$ cat src/common/rename_cfg_pkg.sv
/* Sizing of the rename core, shared by every block below the top:
   register counts, reorder-buffer depth and the widths derived from them */
package rename_cfg_pkg;

    ////////////////////////////////////////
    // Register file and buffer sizes
    ////////////////////////////////////////

    // Architectural registers seen by software
    localparam int ARCH_REGS = 8;
    // Physical tags behind them
    localparam int PHYS_REGS = 14;
    // Tags left over once every arch register holds one
    localparam int FREE_TAGS = PHYS_REGS - ARCH_REGS;
    // In-flight instruction window
    localparam int ROB_DEPTH = 8;

    ////////////////////////////////////////
    // Width typedefs
    ////////////////////////////////////////

    typedef logic [$clog2(ARCH_REGS)-1:0]   arch_reg_t;
    typedef logic [$clog2(PHYS_REGS)-1:0]   phys_tag_t;
    typedef logic [$clog2(ROB_DEPTH)-1:0]   rob_idx_t;
    // One wider than the index so a full buffer can be counted
    typedef logic [$clog2(ROB_DEPTH+1)-1:0] rob_count_t;

endpackage

$ cat src/common/rob_pkg.sv
/* Reorder-buffer entry state, used by the buffer itself and by
   the bound checker that watches completions */
package rob_pkg;

    // Bits per entry state
    localparam int ROB_STATUS_W = 2;

    // Entry life cycle
    //   EMPTY   slot free
    //   PENDING dispatched, waiting for completion
    //   DONE    completed, waiting to reach the head
    typedef enum logic [ROB_STATUS_W-1:0] {
        ROB_EMPTY   = 2'd0,
        ROB_PENDING = 2'd1,
        ROB_DONE    = 2'd2
    } rob_status_e;

endpackage

$ cat src/hw/rename/rename_map.sv
/* Speculative register map: arch register to physical tag.
   Three combinational read ports, one write port at the clock edge */
`timescale 1ns/1ps

module rename_map (
    input  logic                  clock,
    input  logic                  rst_n,
    // Source lookups
    input  rename_cfg_pkg::arch_reg_t rs1,
    input  rename_cfg_pkg::arch_reg_t rs2,
    output rename_cfg_pkg::phys_tag_t rs1_tag,
    output rename_cfg_pkg::phys_tag_t rs2_tag,
    // Destination lookup, gives the tag about to be superseded
    input  rename_cfg_pkg::arch_reg_t rd,
    output rename_cfg_pkg::phys_tag_t rd_old_tag,
    // New mapping from the renamer
    input  logic                  wr_en,
    input  rename_cfg_pkg::arch_reg_t wr_reg,
    input  rename_cfg_pkg::phys_tag_t wr_tag
);

    import rename_cfg_pkg::*;

    // One tag per architectural register
    phys_tag_t map_q [ARCH_REGS];

    ////////////////////////////////////////
    // Read ports
    ////////////////////////////////////////

    // Reads see the table before this cycle's write
    assign rs1_tag    = map_q[rs1];
    assign rs2_tag    = map_q[rs2];
    assign rd_old_tag = map_q[rd];

    ////////////////////////////////////////
    // Write port
    ////////////////////////////////////////

    always_ff @(posedge clock or negedge rst_n) begin
        if (!rst_n) begin
            // Identity map, register r owns tag r
            for (int r = 0; r < ARCH_REGS; r++) begin
                map_q[r] <= phys_tag_t'(r);
            end
        end else if (wr_en) begin
            map_q[wr_reg] <= wr_tag;
        end
    end

endmodule

$ cat src/hw/rename/free_tag_fifo.sv
/* Circular FIFO of unallocated physical tags; pops feed the renamer,
   pushes come from retirement. Starts full with the spare tags */
`timescale 1ns/1ps

module free_tag_fifo (
    input  logic                      clock,
    input  logic                      rst_n,
    // Allocation side
    input  logic                      pop,
    output rename_cfg_pkg::phys_tag_t head_tag,
    output logic                      empty,
    // Release side
    input  logic                      push,
    input  rename_cfg_pkg::phys_tag_t push_tag
);

    import rename_cfg_pkg::*;

    typedef logic [$clog2(FREE_TAGS)-1:0]   ptr_t;
    typedef logic [$clog2(FREE_TAGS+1)-1:0] cnt_t;

    phys_tag_t slots_q [FREE_TAGS];
    ptr_t      head_ptr;
    ptr_t      tail_ptr;
    cnt_t      count;

    // Oldest free tag goes out first
    assign head_tag = slots_q[head_ptr];
    assign empty    = (count == '0);

    ////////////////////////////////////////
    // Storage and pointers
    ////////////////////////////////////////

    always_ff @(posedge clock or negedge rst_n) begin
        if (!rst_n) begin
            // Spare tags in ascending order, ARCH_REGS upward
            for (int i = 0; i < FREE_TAGS; i++) begin
                slots_q[i] <= phys_tag_t'(ARCH_REGS + i);
            end
            head_ptr <= '0;
            // Full, so tail has wrapped back onto head
            tail_ptr <= '0;
            count    <= cnt_t'(FREE_TAGS);
        end else begin
            if (pop) begin
                head_ptr <= (head_ptr == ptr_t'(FREE_TAGS - 1)) ? '0 : head_ptr + 1'b1;
            end
            if (push) begin
                slots_q[tail_ptr] <= push_tag;
                tail_ptr <= (tail_ptr == ptr_t'(FREE_TAGS - 1)) ? '0 : tail_ptr + 1'b1;
            end
            // Simultaneous push and pop leave the count alone
            case ({push, pop})
                2'b10:   count <= count + 1'b1;
                2'b01:   count <= count - 1'b1;
                default: count <= count;
            endcase
        end
    end

endmodule

$ cat src/hw/rename/rename_stage.sv
/* Rename side: takes one instruction per valid/ready transfer, looks up
   its sources, allocates a destination tag and fills a reorder-buffer slot */
`timescale 1ns/1ps

module rename_stage (
    input  logic                      clock,
    input  logic                      rst_n,
    // Dispatch input
    input  logic                      in_valid,
    output logic                      in_ready,
    input  rename_cfg_pkg::arch_reg_t in_rd,
    input  rename_cfg_pkg::arch_reg_t in_rs1,
    input  rename_cfg_pkg::arch_reg_t in_rs2,
    input  logic                      in_uses_rd,
    // Dispatch report
    output logic                      disp_valid,
    output rename_cfg_pkg::rob_idx_t  disp_rob_idx,
    output rename_cfg_pkg::phys_tag_t disp_src1_tag,
    output rename_cfg_pkg::phys_tag_t disp_src2_tag,
    output rename_cfg_pkg::phys_tag_t disp_dest_tag,
    // Reorder-buffer status and allocation
    input  logic                      rob_full,
    input  rename_cfg_pkg::rob_idx_t  rob_tail_idx,
    output logic                      alloc_valid,
    output rename_cfg_pkg::arch_reg_t alloc_rd,
    output rename_cfg_pkg::phys_tag_t alloc_tag,
    output rename_cfg_pkg::phys_tag_t alloc_old_tag,
    output logic                      alloc_uses_rd,
    // Released tags from retirement
    input  logic                      free_valid,
    input  rename_cfg_pkg::phys_tag_t free_tag
);

    import rename_cfg_pkg::*;

    logic      xfer;
    logic      take_tag;
    logic      fifo_empty;
    phys_tag_t fifo_head_tag;
    phys_tag_t old_tag;
    phys_tag_t dest_tag;

    ////////////////////////////////////////
    // Handshake
    ////////////////////////////////////////

    // Needs a ROB slot and a spare tag, independent of in_valid
    assign in_ready = !rob_full && !fifo_empty;
    assign xfer     = in_valid && in_ready;
    // Only writers of a destination consume a tag
    assign take_tag = xfer && in_uses_rd;
    assign dest_tag = in_uses_rd ? fifo_head_tag : '0;

    ////////////////////////////////////////
    // Map table and free list
    ////////////////////////////////////////

    rename_map i_map (
        .clock      (clock),
        .rst_n      (rst_n),
        .rs1        (in_rs1),
        .rs2        (in_rs2),
        .rs1_tag    (disp_src1_tag),
        .rs2_tag    (disp_src2_tag),
        .rd         (in_rd),
        .rd_old_tag (old_tag),
        .wr_en      (take_tag),
        .wr_reg     (in_rd),
        .wr_tag     (fifo_head_tag)
    );

    free_tag_fifo i_free (
        .clock    (clock),
        .rst_n    (rst_n),
        .pop      (take_tag),
        .head_tag (fifo_head_tag),
        .empty    (fifo_empty),
        .push     (free_valid),
        .push_tag (free_tag)
    );

    // Same-cycle report of the transfer
    assign disp_valid    = xfer;
    assign disp_rob_idx  = rob_tail_idx;
    assign disp_dest_tag = dest_tag;

    // Entry contents for the reorder buffer
    assign alloc_valid   = xfer;
    assign alloc_rd      = in_rd;
    assign alloc_tag     = dest_tag;
    assign alloc_old_tag = old_tag;
    assign alloc_uses_rd = in_uses_rd;

endmodule

$ cat src/hw/rob/reorder_buffer.sv
/* Reorder buffer: holds dispatched instructions in program order,
   marks them done on completion and hands the head to retirement */
`timescale 1ns/1ps

module reorder_buffer (
    input  logic                      clock,
    input  logic                      rst_n,
    // Allocation from the rename side
    input  logic                      alloc_valid,
    input  rename_cfg_pkg::arch_reg_t alloc_rd,
    input  rename_cfg_pkg::phys_tag_t alloc_tag,
    input  rename_cfg_pkg::phys_tag_t alloc_old_tag,
    input  logic                      alloc_uses_rd,
    output logic                      rob_full,
    output rename_cfg_pkg::rob_idx_t  rob_tail_idx,
    // Completion port
    input  logic                      cmpl_valid,
    input  rename_cfg_pkg::rob_idx_t  cmpl_rob_idx,
    // Head entry toward retirement
    output logic                      retire_valid,
    output rename_cfg_pkg::arch_reg_t retire_rd,
    output rename_cfg_pkg::phys_tag_t retire_tag,
    output rename_cfg_pkg::phys_tag_t retire_old_tag,
    output logic                      retire_uses_rd
);

    import rename_cfg_pkg::*;
    import rob_pkg::*;

    ////////////////////////////////////////
    // Entry storage
    ////////////////////////////////////////

    rob_status_e status_q  [ROB_DEPTH];
    arch_reg_t   rd_q      [ROB_DEPTH];
    phys_tag_t   tag_q     [ROB_DEPTH];
    phys_tag_t   old_tag_q [ROB_DEPTH];
    logic        uses_rd_q [ROB_DEPTH];

    rob_idx_t    head;
    rob_idx_t    tail;
    rob_count_t  count;

    assign rob_full     = (count == rob_count_t'(ROB_DEPTH));
    assign rob_tail_idx = tail;

    // Head leaves as soon as it is done
    assign retire_valid   = (status_q[head] == ROB_DONE);
    assign retire_rd      = rd_q[head];
    assign retire_tag     = tag_q[head];
    assign retire_old_tag = old_tag_q[head];
    assign retire_uses_rd = uses_rd_q[head];

    ////////////////////////////////////////
    // Status and pointers
    ////////////////////////////////////////

    // Allocation hits an EMPTY slot and completion a PENDING one,
    // so the three updates never land on the same entry
    always_ff @(posedge clock or negedge rst_n) begin
        if (!rst_n) begin
            for (int i = 0; i < ROB_DEPTH; i++) begin
                status_q[i] <= ROB_EMPTY;
            end
            head  <= '0;
            tail  <= '0;
            count <= '0;
        end else begin
            if (alloc_valid) begin
                status_q[tail] <= ROB_PENDING;
                // Depth is a power of two, pointer wraps by itself
                tail <= tail + 1'b1;
            end
            if (cmpl_valid) begin
                status_q[cmpl_rob_idx] <= ROB_DONE;
            end
            if (retire_valid) begin
                status_q[head] <= ROB_EMPTY;
                head <= head + 1'b1;
            end
            case ({alloc_valid, retire_valid})
                2'b10:   count <= count + 1'b1;
                2'b01:   count <= count - 1'b1;
                default: count <= count;
            endcase
        end
    end

    // Payload written once at allocation
    always_ff @(posedge clock) begin
        if (alloc_valid) begin
            rd_q[tail]      <= alloc_rd;
            tag_q[tail]     <= alloc_tag;
            old_tag_q[tail] <= alloc_old_tag;
            uses_rd_q[tail] <= alloc_uses_rd;
        end
    end

endmodule

$ cat src/hw/retire_unit.sv
/* Retire side: commits the head entry into the architectural map,
   registers the commit report and hands the old tag back to the free list */
`timescale 1ns/1ps

module retire_unit (
    input  logic                      clock,
    input  logic                      rst_n,
    // Head entry from the reorder buffer
    input  logic                      retire_valid,
    input  rename_cfg_pkg::arch_reg_t retire_rd,
    input  rename_cfg_pkg::phys_tag_t retire_tag,
    input  rename_cfg_pkg::phys_tag_t retire_old_tag,
    input  logic                      retire_uses_rd,
    // Commit report, one cycle after the pop
    output logic                      commit_valid,
    output rename_cfg_pkg::arch_reg_t commit_rd,
    output rename_cfg_pkg::phys_tag_t commit_tag,
    output rename_cfg_pkg::phys_tag_t commit_old_tag,
    output logic                      commit_uses_rd,
    // Tag release toward the free list
    output logic                      free_valid,
    output rename_cfg_pkg::phys_tag_t free_tag,
    // Committed-state lookup
    input  rename_cfg_pkg::arch_reg_t arch_query_reg,
    output rename_cfg_pkg::phys_tag_t arch_query_tag
);

    import rename_cfg_pkg::*;

    phys_tag_t arch_map_q [ARCH_REGS];

    // Superseded tag is pushed on the retiring edge itself
    assign free_valid     = retire_valid && retire_uses_rd;
    assign free_tag       = retire_old_tag;
    assign arch_query_tag = arch_map_q[arch_query_reg];

    ////////////////////////////////////////
    // Architectural map
    ////////////////////////////////////////

    always_ff @(posedge clock or negedge rst_n) begin
        if (!rst_n) begin
            for (int r = 0; r < ARCH_REGS; r++) begin
                arch_map_q[r] <= phys_tag_t'(r);
            end
            commit_valid <= 1'b0;
        end else begin
            if (free_valid) begin
                arch_map_q[retire_rd] <= retire_tag;
            end
            commit_valid <= retire_valid;
        end
    end

    // Report fields, meaningful only with commit_valid
    always_ff @(posedge clock) begin
        if (retire_valid) begin
            commit_rd      <= retire_rd;
            commit_tag     <= retire_tag;
            commit_old_tag <= retire_old_tag;
            commit_uses_rd <= retire_uses_rd;
        end
    end

endmodule

$ cat src/hw/rename_core.sv
/* Top of the rename core: rename side, reorder buffer and retire side.
   Drive dispatch and completion, watch commits and query the arch map */
`timescale 1ns/1ps

module rename_core (
    input  logic       clock,
    input  logic       rst_n,
    // Dispatch
    input  logic       in_valid,
    output logic       in_ready,
    input  logic [2:0] in_rd,
    input  logic [2:0] in_rs1,
    input  logic [2:0] in_rs2,
    input  logic       in_uses_rd,
    output logic       disp_valid,
    output logic [2:0] disp_rob_idx,
    output logic [3:0] disp_src1_tag,
    output logic [3:0] disp_src2_tag,
    output logic [3:0] disp_dest_tag,
    // Completion
    input  logic       cmpl_valid,
    input  logic [2:0] cmpl_rob_idx,
    // Commit
    output logic       commit_valid,
    output logic [2:0] commit_rd,
    output logic [3:0] commit_tag,
    output logic [3:0] commit_old_tag,
    output logic       commit_uses_rd,
    // Arch map query
    input  logic [2:0] arch_query_reg,
    output logic [3:0] arch_query_tag
);

    ////////////////////////////////////////
    // Internal wires
    ////////////////////////////////////////

    // Rename side to reorder buffer
    logic       rob_full;
    logic [2:0] rob_tail_idx;
    logic       alloc_valid;
    logic [2:0] alloc_rd;
    logic [3:0] alloc_tag;
    logic [3:0] alloc_old_tag;
    logic       alloc_uses_rd;
    // Reorder buffer to retire side
    logic       retire_valid;
    logic [2:0] retire_rd;
    logic [3:0] retire_tag;
    logic [3:0] retire_old_tag;
    logic       retire_uses_rd;
    // Retire side back to the free list
    logic       free_valid;
    logic [3:0] free_tag;

    rename_stage i_rename (
        .clock         (clock),
        .rst_n         (rst_n),
        .in_valid      (in_valid),
        .in_ready      (in_ready),
        .in_rd         (in_rd),
        .in_rs1        (in_rs1),
        .in_rs2        (in_rs2),
        .in_uses_rd    (in_uses_rd),
        .disp_valid    (disp_valid),
        .disp_rob_idx  (disp_rob_idx),
        .disp_src1_tag (disp_src1_tag),
        .disp_src2_tag (disp_src2_tag),
        .disp_dest_tag (disp_dest_tag),
        .rob_full      (rob_full),
        .rob_tail_idx  (rob_tail_idx),
        .alloc_valid   (alloc_valid),
        .alloc_rd      (alloc_rd),
        .alloc_tag     (alloc_tag),
        .alloc_old_tag (alloc_old_tag),
        .alloc_uses_rd (alloc_uses_rd),
        .free_valid    (free_valid),
        .free_tag      (free_tag)
    );

    reorder_buffer i_rob (
        .clock          (clock),
        .rst_n          (rst_n),
        .alloc_valid    (alloc_valid),
        .alloc_rd       (alloc_rd),
        .alloc_tag      (alloc_tag),
        .alloc_old_tag  (alloc_old_tag),
        .alloc_uses_rd  (alloc_uses_rd),
        .rob_full       (rob_full),
        .rob_tail_idx   (rob_tail_idx),
        .cmpl_valid     (cmpl_valid),
        .cmpl_rob_idx   (cmpl_rob_idx),
        .retire_valid   (retire_valid),
        .retire_rd      (retire_rd),
        .retire_tag     (retire_tag),
        .retire_old_tag (retire_old_tag),
        .retire_uses_rd (retire_uses_rd)
    );

    retire_unit i_retire (
        .clock          (clock),
        .rst_n          (rst_n),
        .retire_valid   (retire_valid),
        .retire_rd      (retire_rd),
        .retire_tag     (retire_tag),
        .retire_old_tag (retire_old_tag),
        .retire_uses_rd (retire_uses_rd),
        .commit_valid   (commit_valid),
        .commit_rd      (commit_rd),
        .commit_tag     (commit_tag),
        .commit_old_tag (commit_old_tag),
        .commit_uses_rd (commit_uses_rd),
        .free_valid     (free_valid),
        .free_tag       (free_tag),
        .arch_query_reg (arch_query_reg),
        .arch_query_tag (arch_query_tag)
    );

endmodule

$ cat config.mk
export PLATFORM = sky130hd
export DESIGN_NAME = rename_core
export DESIGN_NICKNAME = d
export VERILOG_FILES = /design/src/common/rename_cfg_pkg.sv /design/src/common/rob_pkg.sv /design/src/hw/rename/rename_map.sv /design/src/hw/rename/free_tag_fifo.sv /design/src/hw/rename/rename_stage.sv /design/src/hw/rob/reorder_buffer.sv /design/src/hw/retire_unit.sv /design/src/hw/rename_core.sv
export SDC_FILE = /design/constraint.sdc
export NUM_CORES = 1
export LEC_CHECK = 0
export ABC_CLOCK_PERIOD_IN_PS = 3600
export BUFFER_PORTS_ARGS = -buffer_cell sky130_fd_sc_hd__buf_2
export CORE_MARGIN = 2
export CORE_UTILIZATION = 55
export DETAILED_ROUTE_END_ITERATION = 7
export PLACE_DENSITY = 0.73
export REMOVE_ABC_BUFFERS = 1
export SYNTH_ARGS = -nofsm -noshare
export SYNTH_HDL_FRONTEND = slang
export SYNTH_HIERARCHICAL = 1
export SYNTH_SLANG_ARGS = --single-unit
$ cat constraint.sdc
create_clock -name clock -period 3.6 [get_ports clock]
set_input_delay 0.36 -clock clock [delete_from_list [all_inputs] [get_ports clock]]
set_output_delay 0.36 -clock clock [all_outputs]
set_load 0.05 [all_outputs]
==> reports/qor.csv, run 1 <==
stage,metric,value,unit
final_layout,layout_common_cells,"118 x mux2_2, 108 x edfxtp_1, 84 x dfrtp_1",
timing,setup_viol,0,
hold_path,hold_path.class,input pin to asynchronous set/reset pin,
clock_network,cts-htree-levels,1,
floorplanning,dieHeight,144.3,microns
clock_network,clock_sinks,232,
global_routing,overflow,0,
floorplanning,start_util,0.5579,
clock_network,cts-resized-gates,0,
worst_setup_path,cp_slowest_stage_delay,0.80,ns
worst_setup_path,crit_type,flip-flop to output port,
outcome,status,"finished, final reports clean",
synthesis,synth_cells,630,
routing,drtIter0Drc,393,
timing,rsz0062_at_grt,no,
placed_design,dp_hpwl,14650,microns
worst_setup_path,path_delay_family,flip-flops,
global_routing,antenna_found_initial,0,
final_layout,fin_area,0.01208,sq mm
placed_design,place_area,0.01130,sq mm
clock_network,clockBufferDepth,3,
clock_network,cts_tree,yes,
worst_setup_path,crit_arrival,3.08,ns
timing,slew_viol_final,0,
clock_network,clkSlewWorstSetupHoldPaths,0.06,ns
routing,drt-total-wl,22100,microns
timing,whs,0.03213,ns
timing,tightest_slew,1.071,ns
final_layout,diodes,0,
timing,finalHoldViolCount,0,
clock_network,cts_setup_buffers,0,
global_routing,grt_pass1_wl,35040,microns
synthesis,ys.flop_type,edfxtp_1,
routing,wl_per_cell,22.73,microns
worst_setup_path,crit_fanout,13,
timing,period_share,0.9552,
synthesis,yosysSeqAreaShare,0.5909,
floorplanning,dieArea,0.02082,sq mm
worst_setup_path,worstPathBufferInverterCount,1,
synthesis,ys_ff_latch,232,
timing,period_minus_slack,3.439,ns
final_layout,syn2layout_area_growth,11.58,%
synthesis,yosys.cell_types.count,52,
worst_setup_path,r2r_cells,11,
timing,clock_skew,0.01086,ns
worst_setup_path,crit_cells,4,
worst_setup_path,path_cells,mux2i_1 > o221ai_1 > and2_1 > buf_2,
power_and_ir_drop,p_leak,4.858,nW
final_layout,fillers,1422,
timing,max_freq,290.8,MHz
clock_network,cts-root-buf,clkbuf_16,
clock_network,hold_buffers,0,
synthesis,syn_area,0.01082,sq mm
floorplanning,rows,51,
global_routing,grt_max_degree,82,
routing,first_pass_iters,4,
global_routing,grt.total_usage,0.2212,
power_and_ir_drop,total_power,11.61,mW
clock_network,numCtsBuffers,25,
job,cap_viol_max_count,0,
floorplanning,die_w,144.3,microns
final_layout,layout_commonest_cell,mux2_2,
routing,via_per_inst,6.066,
routing,vias,5896,
final_layout,fin_nets,716,
synthesis,synthArstFlopShare,0.5345,
floorplanning,fp.coreArea,0.01940,sq mm
final_layout,final_util,0.6225,
synthesis,synth_edf_count,108,
worst_setup_path,crit_required,3.24,ns
worst_setup_path,crit_slowest_cell,dfrtp_1,
worst_setup_path,critPathLaunchType,flip-flop,
power_and_ir_drop,p_per_area,961.3,mW/mm^2
worst_setup_path,worstSetupEndpointType,output port,
clock_network,clkLatencyLatePin,0.51,ns
final_layout,drive_above_1_share,0.4427,
routing,ant_nets,0,
placed_design,io_buffers,53,
synthesis,syn_avg_cell_area,17.18,sq um
routing,drc,0,
placed_design,gp_congestion,0.8468,
global_routing,grt_pass1_vias,6196,
power_and_ir_drop,peakVddDrop,0.5393,mV
floorplanning,io_pins,54,
timing,slew_headroom,0.2860,
synthesis,yosysWarnings,6,
[layout make-up]
cell class	instances	area [sq um]	area share
sequential	232	6396	0.5296
timing repair buffer	74	425.4	0.03523
multi-input combinational	349	4123	0.3414
clock inverter	13	112.6	0.009324
clock buffer	32	661.9	0.05481
inverter	7	26.28	0.002176
tap	265	331.6	0.02746
[sequential cells by signal, indices dropped and copies added (netlist names), 8 cells and up]
signal / count
i_rename/i_map/map_q: 32
i_retire/arch_map_q: 32
i_rob/old_tag_q: 32
i_rob/tag_q: 32
i_rename/i_free/slots_q: 24
i_rob/rd_q: 24
i_rob/status_q: 16
i_rob/uses_rd_q: 8
[stage by stage]
| stage | setup TNS (ns) | std cells | setup WS [ns] |
|---|---|---|---|
| 4_1_cts | 0 | 972 | 0.1434 |
| 6_report | 0 | 972 | 0.1612 |
| 3_5_place_dp | 0 | 927 | 0.5444 |
| 5_1_grt | 0 | 972 | 0.05107 |
| 2_1_floorplan | -117.78 | 588 | -1.560 |
| 3_3_place_gp | 0 | 927 | 0.6395 |
[worst paths after layout]
kind | slack (ns) | startpoint | endpoint
setup reg to reg | 0.54 | i_rob/head[0]$_DFFE_PN0N_ | i_rename/i_free/count[2]$_DFFE_PN1P_
setup / recovery | 0.16 | i_rename/i_free/head_ptr[0]$_DFFE_PN0P_ | disp_dest_tag[0]
hold / removal | 0.03 | rst_n | i_rob/count[2]$_DFFE_PN0P_
min in group clock | 0.20 | in_uses_rd | i_rob/uses_rd_q[6]$_DFFE_PP_
hold reg to reg | 0.50 | i_rename/i_free/count[0]$_DFFE_PN0P_ | i_rename/i_free/count[0]$_DFFE_PN0P_
max in group asynchronous | 2.54 | rst_n | i_rename/i_map/map_q[1]$_DFFE_PN1P_
[power breakdown]
part / internal, mW / switching, mW / total, mW
registers: 3.96 / 0.645 / 4.61
clock network: 1.44 / 0.985 / 2.42
logic: 1.94 / 2.64 / 4.58
total: 7.34 / 4.27 / 11.6
[synthesized netlist by cell type, types with 3 or more instances]
library cell | count | share of area
nor2_1 | 16 | 0.0055
nand3b_1 | 3 | 0.0021
nand2b_1 | 11 | 0.0064
buf_4 | 18 | 0.012
nand4b_1 | 8 | 0.0065
a32oi_1 | 3 | 0.0024
dfrtp_1 | 85 | 0.20
ha_1 | 6 | 0.0069
mux2i_1 | 15 | 0.014
xor2_1 | 9 | 0.0073
nor2b_1 | 7 | 0.0040
or3_1 | 5 | 0.0029
o32ai_1 | 3 | 0.0024
o21ai_0 | 12 | 0.0055
buf_6 | 7 | 0.0073
nand2_1 | 11 | 0.0038
nor3_1 | 5 | 0.0023
mux4_2 | 28 | 0.058
and2_1 | 6 | 0.0035
a31oi_1 | 4 | 0.0023
o221ai_1 | 4 | 0.0032
edfxtp_1 | 108 | 0.30
inv_1 | 7 | 0.0024
a21oi_1 | 8 | 0.0037
clkbuf_1 | 14 | 0.0049
xnor2_1 | 5 | 0.0040
and4bb_2 | 4 | 0.0046
mux4_1 | 32 | 0.078
dfstp_2 | 39 | 0.095
mux2_2 | 118 | 0.12
[kinds of logic (layout without fill, tap and decap cells)]
| kind of cell | Yosys count | count (layout) | synth area share |
|---|---|---|---|
| flops | 232 | 232 | 0.5909 |
| buf+inv | 49 | 126 | 0.02983 |
| xor+xnor | 14 | 14 | 0.01133 |
| fa+ha+maj | 7 | 7 | 0.008786 |
| mux | 194 | 194 | 0.2740 |
| simple gates | 90 | 90 | 0.05596 |
| compound gates | 44 | 44 | 0.02925 |
[worst reg2reg max path, delay by kind of cell, from the launching register on]
| kind | cells | cell delay, ns |
|---|---|---|
| muxes | 2 | 0.88 |
| DFF | 1 | 0.69 |
| adders and majority gates | 2 | 0.55 |
| and+or+nand+nor | 3 | 0.42 |
| xor gates and xnor gates | 2 | 0.33 |
| buffers and inverters | 2 | 0.12 |
[layer usage]
metal | vias to the layer above | GRT usage | wire, microns
met3 | 25 | 0.02980 | 1041
met4 | 0 | 0.05416 | 329
li1 | 2610 | - | -
met1 | 3101 | 0.3070 | 9630
met5 | - | 0 | 0
met2 | 160 | 0.3754 | 11100
No activity file was read; power rests on OpenSTA's default activity.
==> run 2, diff against run 1 <==
- CORE_UTILIZATION: 55 -> 61
- PLACE_DENSITY: 0.73 -> 0.79
- SLEW_MARGIN: not set -> 20
==> run 2 against run 1 <==
Global-route usage increased by 3.4 points. Hold slack better by 0.17 ns. Critical path depth unchanged. Total power is 1.2% higher. Non-clock buffer count decreased by 1. Highest routed layer unchanged. Worst setup slack worse by 0.038 ns. Combinational power rose by 2%.
==> reports/qor.csv, run 2 (same netlist as run 1, synthesis figures left out) <==
stage,metric,value,unit,change
placed_design,dp_cells,885,,-4.5%
global_routing,grt.total_usage,0.2553,,+0.03409
outcome,status,"finished, final reports clean",,
timing,setup_slack,0.1231,ns,-0.03807 ns
timing,finalHoldViolCount,0,,unchanged
floorplanning,die_w,137.2,microns,-4.9%
global_routing,grt_pass1_wl,35690,microns,+1.8%
timing,setup_viol,0,,unchanged
worst_setup_path,crit_required,3.24,ns,about the same
worst_setup_path,crit_arrival,3.12,ns,+0.04 ns
placed_design,post-place-ws,0.4412,ns,-0.1032 ns
routing,wl_per_cell,24.59,microns,+8.2%
routing,ant_nets,0,,unchanged
timing,tightest_slew,0.9446,ns,-0.1264 ns
timing,clock_skew,0.01243,ns,+0.001564 ns
clock_network,cts_tree,yes,,
clock_network,cts-htree-levels,1,,unchanged
timing,tns,0,ns,unchanged
job,cap_viol_max_count,0,,unchanged
power_and_ir_drop,peakVddDrop,0.5491,mV,+1.8%
final_layout,layout_commonest_cell,mux2_2,,
floorplanning,dieArea,0.01882,sq mm,-9.6%
clock_network,clkSlewWorstSetupHoldPaths,0.06,ns,about the same
placed_design,io_buffers,53,,unchanged
timing,period_minus_slack,3.477,ns,+0.03807 ns
placed_design,dp_hpwl,14460,microns,-1.3%
final_layout,syn2layout_area_growth,11.60,%,about the same
final_layout,fin_nets,715,,-0.14%
hold_path,min_path_cells,1,,
final_layout,final_cells,931,,-4.2%
global_routing,antenna_found_initial,0,,unchanged
hold_path,hold_path.class,input pin to flip-flop,,
timing,period_share,0.9658,,+0.01057
routing,drc,0,,unchanged
worst_setup_path,crit_type,flip-flop to output port,,
clock_network,clockBufferDepth,3,,unchanged
final_layout,drive_above_1_share,0.4533,,+0.01054
power_and_ir_drop,p_per_area,972.5,mW/mm^2,+1.2%
worst_setup_path,worstSetupEndpointType,output port,,
floorplanning,io_pins,54,,unchanged
final_layout,final_util,0.6983,,+0.07573
final_layout,diodes,0,,unchanged
timing,slew_headroom,0.3703,,+0.08425
routing,vias,6032,,+2.3%
worst_setup_path,critPathLaunchType,flip-flop,,
final_layout,fillers,1121,,-21%
clock_network,cts-root-buf,clkbuf_16,,
timing,max_freq,287.6,MHz,-1.1%
worst_setup_path,r2r_cells,9,,-2
global_routing,overflow,0,,unchanged
routing,drt-total-wl,22900,microns,+3.6%
clock_network,clkLatencyLatePin,0.52,ns,about the same
floorplanning,dieHeight,137.2,microns,-4.9%
floorplanning,rows,48,,-5.9%
worst_setup_path,crit_fanout,14,,+1
routing,via_per_inst,6.479,,+6.8%
routing,first_pass_iters,5,,+1
global_routing,grt_max_degree,63,,-23%
routing,drtIter0Drc,541,,+38%
power_and_ir_drop,p_leak,4.868,nW,+0.21%
final_layout,layout_common_cells,"118 x mux2_2, 108 x edfxtp_1, 84 x dfrtp_1",,
placed_design,gp_congestion,0.8240,,-2.7%
clock_network,numCtsBuffers,25,,unchanged
power_and_ir_drop,total_power,11.75,mW,+1.2%
clock_network,clock_sinks,232,,unchanged
global_routing,grt_pass1_vias,6355,,+2.6%
floorplanning,start_util,0.6257,,+0.06780
floorplanning,fp.coreArea,0.01730,sq mm,-11%
timing,slew_viol_final,0,,unchanged
==> run 2: per-stage QoR <==
| stage | cell area [sq um] | hold WS, ns |
|---|---|---|
| 2_1_floorplan | 10530 | 0.06441 |
| 3_3_place_gp | 11240 | 0.4588 |
| 3_5_place_dp | 11240 | 0.4772 |
| 4_1_cts | 12070 | 0.1833 |
| 5_1_grt | 12080 | 0.2039 |
| 6_report | 12080 | 0.1984 |
==> run 2: worst paths after layout <==
check / startpoint / endpoint / slack (ns)
setup / recovery: i_rename/i_free/head_ptr[0]$_DFFE_PN0P_ / disp_dest_tag[2] / 0.12
hold / removal: in_uses_rd / i_rob/uses_rd_q[0]$_DFFE_PP_ / 0.20
setup reg to reg: i_rob/head[0]$_DFFE_PN0N_ / i_rob/count[3]$_DFFE_PN0P_ / 0.43
hold reg to reg: i_rename/i_free/count[0]$_DFFE_PN0P_ / i_rename/i_free/count[0]$_DFFE_PN0P_ / 0.50
max in group asynchronous: rst_n / i_rename/i_map/map_q[21]$_DFFE_PN1P_ / 2.08
min in group asynchronous: rst_n / i_rob/head[1]$_DFFE_PN0N_ / 0.48
==> run 2: layout make-up <==
class	count	area [sq um]	area share
clock buffer	32	701.9	0.05812
timing repair buffer	73	420.4	0.03481
clock inverter	13	122.6	0.01015
multi-input combinational	349	4129	0.3419
tap	225	281.5	0.02331
inverter	7	26.28	0.002175
sequential	232	6396	0.5296
==> run 2: metal layers <==
layer | vias up | routed length (microns) | GRT usage
met4 | 0 | 671 | 0.08534
met1 | 3143 | 9086 | 0.3347
met3 | 56 | 1270 | 0.03238
met2 | 234 | 11870 | 0.4456
met5 | - | 0 | 0
li1 | 2599 | - | -
==> run 2: timing repair <==
| item | 4_1_cts | 5_1_grt |
|---|---|---|
| gates resized for setup | 0 | 1 |
| hold buffers | 1 | 0 |
| setup buffers | 0 | 0 |
| setup endpoints to repair | 0 | 1 |
| hold endpoints to repair | 41 | 0 |
==> run 2: worst max-delay path: stages (launching register included) <==
cell and delay, ns:
dfrtp_1 0.80, mux2i_1 0.22, o221ai_1 0.77, and2_1 0.48
buf_2 0.34
==> run 2: power breakdown <==
part | internal (mW) | total [mW] | switching (mW)
clock network | 1.46 | 2.49 | 1.03
registers | 3.96 | 4.61 | 0.646
logic | 1.93 | 4.65 | 2.71
